===== config.mk =====
export PLATFORM = sky130hd
export DESIGN_NAME = mem_stage_flat
export DESIGN_NICKNAME = d
export VERILOG_FILES = /design/src/mem_pkg.sv /design/src/dmem_if.sv /design/src/mem_stage.sv /design/src/flat_wrapper.sv
export SDC_FILE = /design/constraint.sdc
export NUM_CORES = 1
export LEC_CHECK = 0
export ABC_AREA = 1
export BUFFER_PORTS_ARGS = -buffer_cell sky130_fd_sc_hd__clkbuf_2
export CAP_MARGIN = 10
export CORE_AREA = 2 2 130 132
export DETAILED_ROUTE_END_ITERATION = 7
export DIE_AREA = 0 0 132 134
export GPL_TIMING_DRIVEN = 0
export PLACE_DENSITY = 0.83
export SETUP_SLACK_MARGIN = 0.15
export SLEW_MARGIN = 20
export SYNTH_ARGS = -nofsm -noshare
export SYNTH_HDL_FRONTEND = slang
export SYNTH_SLANG_ARGS = --single-unit

===== constraint.sdc =====
create_clock -name clk -period 1.6 [get_ports clk]
set_clock_uncertainty 0.05 [all_clocks]
set_input_delay 0.08 -clock clk [delete_from_list [all_inputs] [get_ports clk]]
set_output_delay 0.08 -clock clk [all_outputs]
set_load 0.005 [all_outputs]

===== src/mem_pkg.sv =====
package mem_pkg;

    // data path and id widths
    localparam int XLEN      = 32;
    localparam int INST_ID_W = 64;

    // data memory geometry
    localparam int RAM_WORDS      = 256;
    localparam int RAM_ADDR_W     = 8;
    localparam int RAM_RD_LATENCY = 2;

    typedef logic [XLEN-1:0]      xlen_t;
    typedef logic [INST_ID_W-1:0] inst_id_t;
    typedef logic [3:0]           wmask_t;

    // memory operation codes carried down from execute
    typedef enum logic [3:0] {
        MEM_NONE    = 4'd0,
        MEM_LB      = 4'd1,
        MEM_LBU     = 4'd2,
        MEM_LH      = 4'd3,
        MEM_LHU     = 4'd4,
        MEM_LW      = 4'd5,
        MEM_SB      = 4'd6,
        MEM_SH      = 4'd7,
        MEM_SW      = 4'd8,
        MEM_AMOSWAP = 4'd9
    } mem_op_t;

    // memory-access stage FSM
    typedef enum logic [1:0] {
        ST_IDLE       = 2'd0,
        ST_REQ        = 2'd1,
        ST_WAIT_RDATA = 2'd2
    } stage_state_t;

    // held after reset, never issued by the front end
    localparam inst_id_t INST_ID_NONE = 64'hffff_0000_0000_0000;

endpackage


===== src/dmem_if.sv =====
`timescale 1ns/1ps

interface dmem_if;
    import mem_pkg::*;

    // request, held until ready
    logic   req;
    logic   wen;
    xlen_t  addr;
    xlen_t  wdata;
    wmask_t wmask;

    // response side
    logic   ready;
    logic   rvalid;
    xlen_t  rdata;

    modport requester (
        output req, wen, addr, wdata, wmask,
        input  ready, rvalid, rdata
    );

    modport responder (
        input  req, wen, addr, wdata, wmask,
        output ready, rvalid, rdata
    );

endinterface


===== src/mem_stage.sv =====
`timescale 1ns/1ps

module mem_stage (
    input  logic              clk,
    input  logic              rst_n,

    input  logic              mem_valid,
    input  mem_pkg::inst_id_t mem_inst_id,
    input  mem_pkg::mem_op_t  mem_op,
    input  mem_pkg::xlen_t    mem_addr,
    input  mem_pkg::xlen_t    mem_wdata,
    input  logic              pipeline_flush,

    output logic              mem_stall,
    output logic              wb_valid,
    output mem_pkg::inst_id_t wb_inst_id,
    output mem_pkg::xlen_t    wb_rdata,

    dmem_if.requester         dmem
);
    import mem_pkg::*;

    stage_state_t state;
    inst_id_t     saved_id;
    logic         done;
    logic         swap_wr;
    xlen_t        rdata_q;

    mem_op_t      eff_op;
    logic         is_mem;
    logic         is_store;
    logic         may_start;
    logic         abort;

    // sign or zero extension by the original op
    function automatic xlen_t extend_load(mem_op_t op, xlen_t raw);
        case (op)
            MEM_LB:  return {{24{raw[7]}}, raw[7:0]};
            MEM_LBU: return {24'b0, raw[7:0]};
            MEM_LH:  return {{16{raw[15]}}, raw[15:0]};
            MEM_LHU: return {16'b0, raw[15:0]};
            default: return raw;
        endcase
    endfunction

    // second half of a swap is issued as a plain word store
    assign eff_op   = swap_wr ? MEM_SW : mem_op;
    assign is_mem   = mem_op != MEM_NONE;
    assign is_store = eff_op == MEM_SB || eff_op == MEM_SH || eff_op == MEM_SW;

    // an instruction still held after finishing must not run again
    assign may_start = !(done && saved_id == mem_inst_id);
    assign abort     = pipeline_flush || !mem_valid || !is_mem;

    assign mem_stall = mem_valid && (state != ST_IDLE || (is_mem && may_start));

    assign dmem.req   = state == ST_REQ;
    assign dmem.wen   = is_store;
    assign dmem.addr  = mem_addr;
    assign dmem.wdata = mem_wdata;

    always_comb begin
        case (eff_op)
            MEM_SB:  dmem.wmask = 4'b0001;
            MEM_SH:  dmem.wmask = 4'b0011;
            default: dmem.wmask = 4'b1111;
        endcase
    end

    always_ff @(posedge clk or negedge rst_n) begin
        if (!rst_n) begin
            state    <= ST_IDLE;
            saved_id <= INST_ID_NONE;
            done     <= 1'b0;
            swap_wr  <= 1'b0;
        end else begin
            if (mem_valid) begin
                saved_id <= mem_inst_id;
            end
            if (abort) begin
                state   <= ST_IDLE;
                done    <= 1'b0;
                swap_wr <= 1'b0;
            end else begin
                case (state)
                    ST_IDLE: begin
                        if (may_start) begin
                            state <= ST_REQ;
                            done  <= 1'b0;
                        end
                    end
                    ST_REQ: begin
                        if (dmem.ready) begin
                            if (is_store) begin
                                state   <= ST_IDLE;
                                done    <= 1'b1;
                                swap_wr <= 1'b0;
                            end else begin
                                state <= ST_WAIT_RDATA;
                            end
                        end
                    end
                    ST_WAIT_RDATA: begin
                        if (dmem.rvalid) begin
                            if (mem_op == MEM_AMOSWAP) begin
                                // old word kept, now write the new one
                                state   <= ST_REQ;
                                swap_wr <= 1'b1;
                            end else begin
                                state <= ST_IDLE;
                                done  <= 1'b1;
                            end
                        end
                    end
                    default: state <= ST_IDLE;
                endcase
            end
        end
    end

    // read data latched on the valid pulse
    always_ff @(posedge clk) begin
        if (state == ST_WAIT_RDATA && dmem.rvalid) begin
            rdata_q <= dmem.rdata;
        end
    end

    assign wb_valid   = mem_valid && !pipeline_flush;
    assign wb_inst_id = mem_inst_id;
    assign wb_rdata   = extend_load(mem_op, rdata_q);

    // request and its fields held until the memory takes it
    a_req_hold: assert property (
        @(posedge clk) disable iff (!rst_n)
        (dmem.req && !dmem.ready && !abort) |=>
            (dmem.req && $stable(dmem.wen) && $stable(dmem.addr)
             && $stable(dmem.wdata) && $stable(dmem.wmask))
    );

    // memory only answers a read this stage is waiting for
    a_rvalid_expected: assert property (
        @(posedge clk) disable iff (!rst_n)
        dmem.rvalid |-> state == ST_WAIT_RDATA
    );

endmodule


===== src/flat_wrapper.sv =====
// flat-port wrapper written by rule: the top's interface ports become plain ports
module mem_stage_flat import mem_pkg::*;
  (clk, rst_n, mem_valid, mem_inst_id, mem_op, mem_addr, mem_wdata, pipeline_flush, mem_stall, wb_valid, wb_inst_id, wb_rdata, dmem_req, dmem_wen, dmem_addr, dmem_wdata, dmem_wmask, dmem_ready, dmem_rvalid, dmem_rdata);
  dmem_if dmem_i ();
  input  logic clk;
  input  logic rst_n;
  input  logic mem_valid;
  input  mem_pkg::inst_id_t mem_inst_id;
  input  mem_pkg::mem_op_t mem_op;
  input  mem_pkg::xlen_t mem_addr;
  input  mem_pkg::xlen_t mem_wdata;
  input  logic pipeline_flush;
  output logic mem_stall;
  output logic wb_valid;
  output mem_pkg::inst_id_t wb_inst_id;
  output mem_pkg::xlen_t wb_rdata;
  output wire logic [$bits(dmem_i.req)-1:0] dmem_req;
  output wire logic [$bits(dmem_i.wen)-1:0] dmem_wen;
  output wire logic [$bits(dmem_i.addr)-1:0] dmem_addr;
  output wire logic [$bits(dmem_i.wdata)-1:0] dmem_wdata;
  output wire logic [$bits(dmem_i.wmask)-1:0] dmem_wmask;
  input wire logic [$bits(dmem_i.ready)-1:0] dmem_ready;
  input wire logic [$bits(dmem_i.rvalid)-1:0] dmem_rvalid;
  input wire logic [$bits(dmem_i.rdata)-1:0] dmem_rdata;
  assign dmem_req = dmem_i.req;
  assign dmem_wen = dmem_i.wen;
  assign dmem_addr = dmem_i.addr;
  assign dmem_wdata = dmem_i.wdata;
  assign dmem_wmask = dmem_i.wmask;
  assign dmem_i.ready = dmem_ready;
  assign dmem_i.rvalid = dmem_rvalid;
  assign dmem_i.rdata = dmem_rdata;
  mem_stage u_core (.clk(clk), .rst_n(rst_n), .mem_valid(mem_valid), .mem_inst_id(mem_inst_id), .mem_op(mem_op), .mem_addr(mem_addr), .mem_wdata(mem_wdata), .pipeline_flush(pipeline_flush), .mem_stall(mem_stall), .wb_valid(wb_valid), .wb_inst_id(wb_inst_id), .wb_rdata(wb_rdata), .dmem(dmem_i));
endmodule

Word level (Yosys, flattened, before mapping) --
Cells that the tools add are included.
Word-level totals: bits in writable memories 0, output and inout bits 168, register bits 100, logic and storage cells 67, memories 0, bits in read-only memories 0, bits in latches 0, bits of input ports 170
Operators by class: multipliers 0, equality and inequality tests 17, shift operators 0, $add $sub $neg 0, bitwise operators 0, mux-type cells 23, order comparisons 0, reductions and logical operators 22, divide/modulo/power cells 0
Operators by type and width (count):
- $pmux 32 s4 | 1
- $eq 64x64->1 | 1
- $eq 4x3->1 const B | 3
- $mux 1 | 12
- $mux 2 | 5
- $ne 3x1->1 const B | 3
- $ne 3x2->1 const B | 3
- $eq 4x2->1 const B | 2
- $eq 4x4->1 const B | 2
- $pmux 4 s2 | 1
- $reduce_bool 4->1 | 2
- $pmux 2 s3 | 1
- $reduce_and 6->1 | 1
- $logic_and 1x1->1 | 5
- $logic_or 1x1->1 | 5
- $reduce_and 5->1 | 1
- $eq 4x1->1 const B | 1
- $logic_not 1->1 | 4
- $mux 4 | 1
- $pmux 1 s3 | 1
- $reduce_and 3->1 | 1
- $reduce_bool 3->1 | 1
- $eq 2x1->1 const B | 1
- $eq 2x2->1 const B | 1
- other kinds (3) | 3

Depth between registers and ports, before layout --
depth in word-level cells 8, depth in mapped cells 12, mapped depth without buffers 12

Worst setup path before layout --
No wires, ideal clock.
kind register to register, start reg u_core.state[0], end reg u_core.rdata_q[0] (enable), path buffers 0, cell stages (with the launch flop) 5, arrival 1.327 ns, library setup time 0.387 ns, slack -0.163 ns, period minus slack after synthesis 1.763 ns, data required time 1.163 ns, cells stage by stage dfrtp_1 -> inv_1 -> ha_1 -> nand2_1 -> inv_1
Between the ends: word-level cells in the longest chain between the ends 2
RTL lines:
- start: declaration | RTL line mem_stage.sv:23 | stage_state_t state;
- start signal: assignment | RTL line mem_stage.sv:72 | state <= ST_IDLE;
- start signal: assignment | RTL line mem_stage.sv:81 | state <= ST_IDLE;
- start signal: assignment | RTL line mem_stage.sv:88 | state <= ST_REQ;
- $eq 2x2->1 | RTL line mem_stage.sv:123 | if (state == ST_WAIT_RDATA && dmem.rvalid) begin
- $logic_and 1x1->1 | RTL line mem_stage.sv:123
- end signal: assignment | RTL line mem_stage.sv:124 | rdata_q <= dmem.rdata;
- end: declaration | RTL line mem_stage.sv:27 | xlen_t rdata_q;
No other way between the ends. A chain may end at the register's enable or synchronous reset.

Worst setup path after layout --
start reg u_core.saved_id[59], end out mem_stall
Between the ends: word-level cells in the longest chain between the ends 6
RTL lines:
- start: declaration | RTL line mem_stage.sv:24 | inst_id_t saved_id;
- start signal: assignment | RTL line mem_stage.sv:78 | saved_id <= mem_inst_id;
- $eq 64x64->1 | RTL line mem_stage.sv:52 | assign may_start = !(done && saved_id == mem_inst_id);
- $logic_and 1x1->1 | RTL line mem_stage.sv:52
- $logic_not 1->1 | RTL line mem_stage.sv:52
- $logic_and 1x1->1 | RTL line mem_stage.sv:55 | assign mem_stall = mem_valid && (state != ST_IDLE || (is_mem && may_start));
- $logic_or 1x1->1 | RTL line mem_stage.sv:55
- $logic_and 1x1->1 | RTL line mem_stage.sv:55
- end: declaration | RTL line flat_wrapper.sv:13 | output logic mem_stall;
No other way between the ends.

==> impl_metrics.yaml <==
status:
  status: "complete, but fails checks"
  violations: "setup timing"
floorplanning:
  fp.coreArea_um2: 16300
  rows: 47
  die_h_um: 134
  fp.dieW_um: 132
  initial_core_util_pct: 37.9
  ios: 338
  die_area_um2: 17700
logic_synthesis:
  yosysSeqAreaShare_pct: 43.5
  syn_nets: 964
  synth_top_area_share_pct: 21.1
  ys_warn_count: 0
  netlist_area_um2: 6170
  synth_ff_type: "dfrtp_1"
  ys_types: 32
  synth_edf_count: 32
  synth_top_cell_by_area: "dfrtp_1"
  ys_seq_elements: 100
  synth.area.top_cells: "dfrtp_1, buf_4, edfxtp_1, nand2_1, dfstp_2"
  syn_inst: 790
  post_synth.cell_area_avg_um2: 7.80
  synth-async-reset-ratio_pct: 68.0
global_routing:
  grt_usage_pct: 21.2
  first_global_vias: 6201
  antenna_found_initial: 0
  grt_overflow: 0
  grt_pass1_wl_mm: 29.9
  grt_max_degree: 39
cts:
  worstSkewPairLatency_ns: 0.35
  cts_tree: "built"
  cts_made_buffers: 9
  cts_sinks: 100
  cts_htree_levels: 3
  cts_max_path_buffers: 2
  cts_root_buf: "clkbuf_16"
  cts.reportedPaths.clkPinSlew_ns: 0.07
power:
  p_leak_nw: 5.12
  switching_power_mw: 1.88
  p_comb_share_pct: 24.2
  intPower_mw: 4.85
  seq_power_share_pct: 43.2
  p_sw_share_pct: 27.9
  peakVddDrop_uv: 469
  p_clk_share_pct: 32.6
  cellPowerDensity_nw_per_um2: 703
timing:
  rsz0062_at_grt: "true"
  setup-violations-final: 20
  tightestPinTransition_ns: 0.610
  hold_viol: 0
  slew_headroom_pct: 59.3
  clock.fmax_mhz: 493
  fin_crit_sh_pct: 127
  setup_ws_ns: -0.428
  slew_viol_final: 0
  fin_crit_ns: 2.03
run:
  cap_violations: 0
critical_path:
  crit_path_end_kind: "primary output"
  worstPathArrival_ns: 1.90
  cp_max_fo: 3
  cp.required_ns: 1.47
  cp-start-kind: "flip-flop"
  criticalPathCategory: "reg -> out"
placed_design:
  dp_hpwl_mm: 13.4
  dp_slack_ns: -0.307
  port_buffers: 272
  globalplace.congestion: 0.827
  dp_cells: 1283
drt:
  viasPerCell: 4.45
  drc: 0
  wirelength_mm: 20.0
  first_iter_violations: 288
  dr.pass1.iters: 4
  ant_nets: 0
  wl_per_cell_um: 14.1
  vias: 6316
layout:
  mostFrequentLayoutCell: "clkbuf_2"
  layout-drive-gt1-share_pct: 44.2
  multi_input_area_um2: 2190
  final_cell_mix: "clkbuf_2, nand2_1, buf_4, dlygate4sd3_1, inv_1"
  fin_nets: 1369
  diodes: 0
  ff_latch_area_um2: 2680
  final_cells: 1420
  synthToLayoutAreaGrowth_pct: 55.0
  fillers: 1356
min_path:
  worstHoldPathType: "in -> reg"
final cells by class:
cell class	count	share of cell area, %
multi-input cells	439	22.9
plain buffers	157	11.7
clock inverters	5	0.445
well taps	220	2.88
clock buffers	11	2.64
repair inverters	1	0.0785
repair buffers	393	27.4
inverters	94	3.76
flip-flops and latches	100	28.1
timing repair:
item	4_1_cts	5_1_grt
endpoints found under the hold margin	126	0
endpoints found under the setup margin	55	28
hold buffers	97	0
pin swaps	6	17
gates resized for setup	16	71
gates cloned	1	1
buffers inserted	11	11
state kept, by name (all words and copies together) (netlist names):
name,cells
u_core.rdata_q,32
u_core.state,2
u_core.swap_wr,1
u_core.saved_id,64
u_core.done,1
cell usage after synthesis (2+ instances only):
master,count
a21oi_1,2
buf_2,2
buf_4,139
clkbuf_1,16
dfrtp_1,52
dfstp_2,16
edfxtp_1,32
ha_1,4
inv_1,92
inv_2,2
nand2_1,250
nand2_2,2
nand3_1,30
nand4_1,7
nor2_1,33
nor2_2,5
nor3_1,2
o21ai_0,66
o21ai_1,4
or2_2,5
xnor2_1,18
worst max-delay path: stages (launching register included):
cell,delay [ns]
dfstp_2,0.53
inv_2,0.04
nand2_1,0.05
o21ai_1,0.05
nor2_1,0.11
nand2_1,0.06
nor2_1,0.13
nand2_1,0.10
nor2_4,0.12
nand3_2,0.07
nand2_2,0.07
a21oi_2,0.06
buf_2,0.16
stage by stage:
stage / instance area (um2) / total power [mW] / util (%) / setup TNS (ns) / hold slack [ns]
finish: 9560 / 6.72 / 58.7 / -3.15 / 0.138
global route: 9560 / 7.08 / 58.7 / -4.85 / 0.154
CTS: 9260 / 6.73 / 56.8 / -2.94 / 0.130
detailed placement: 7830 / 4.28 / 48.1 / -10.09 / 0.0359
global placement: 7810 / 4.24 / 48.0 / -15.85 / 0.208
floorplan: 6170 / 3.69 / - / 0 / -0.266
logic make-up after synthesis:
family          Yosys count  synth area share, %
compound gates           77                 6.70
simple gates            339                 22.6
other cells               1               0.0608
flops                   100                 43.5
xor+xnor                 18                 2.56
buf+inv                 251                 23.8
fa+ha+maj                 4                0.812
layer usage:
layer,part of all wire [%],vias up,track usage (%)
met4,3.0,0,8.39
met5,0,-,0
li1,-,3125,-
met1,37,2890,22.7
met3,6.3,40,4.84
met2,54,261,40.3
power groups by stage:
stage,sequential (mW),clock [mW],combinational (mW)
2_1_floorplan,2.93,0,0.763
3_3_place_gp,2.94,0,1.30
3_5_place_dp,2.95,0,1.33
4_1_cts,2.90,2.28,1.55
5_1_grt,2.92,2.37,1.80
6_report,2.90,2.19,1.62
final timing paths:
| kind | startpoint | cells past startpoint | slack (ns) | to |
|---|---|---|---|---|
| setup reg to reg | u_core.saved_id[59]$_DFFE_PN1P_ | 15 | -0.36 | u_core.state[0]$_DFFE_PN0P_ |
| setup / recovery | u_core.saved_id[59]$_DFFE_PN1P_ | 12 | -0.43 | mem_stall |
| hold / removal | pipeline_flush | 6 | 0.14 | u_core.swap_wr$_DFFE_PN0P_ |
| min in group asynchronous | rst_n | 2 | 0.19 | u_core.saved_id[0]$_DFFE_PN0P_ |
| max in group asynchronous | rst_n | 3 | 0.68 | u_core.saved_id[49]$_DFFE_PN1P_ |
| hold reg to reg | u_core.saved_id[52]$_DFFE_PN1P_ | 2 | 0.42 | u_core.saved_id[52]$_DFFE_PN1P_ |
Note: power is estimated with default switching activity, not from simulation.
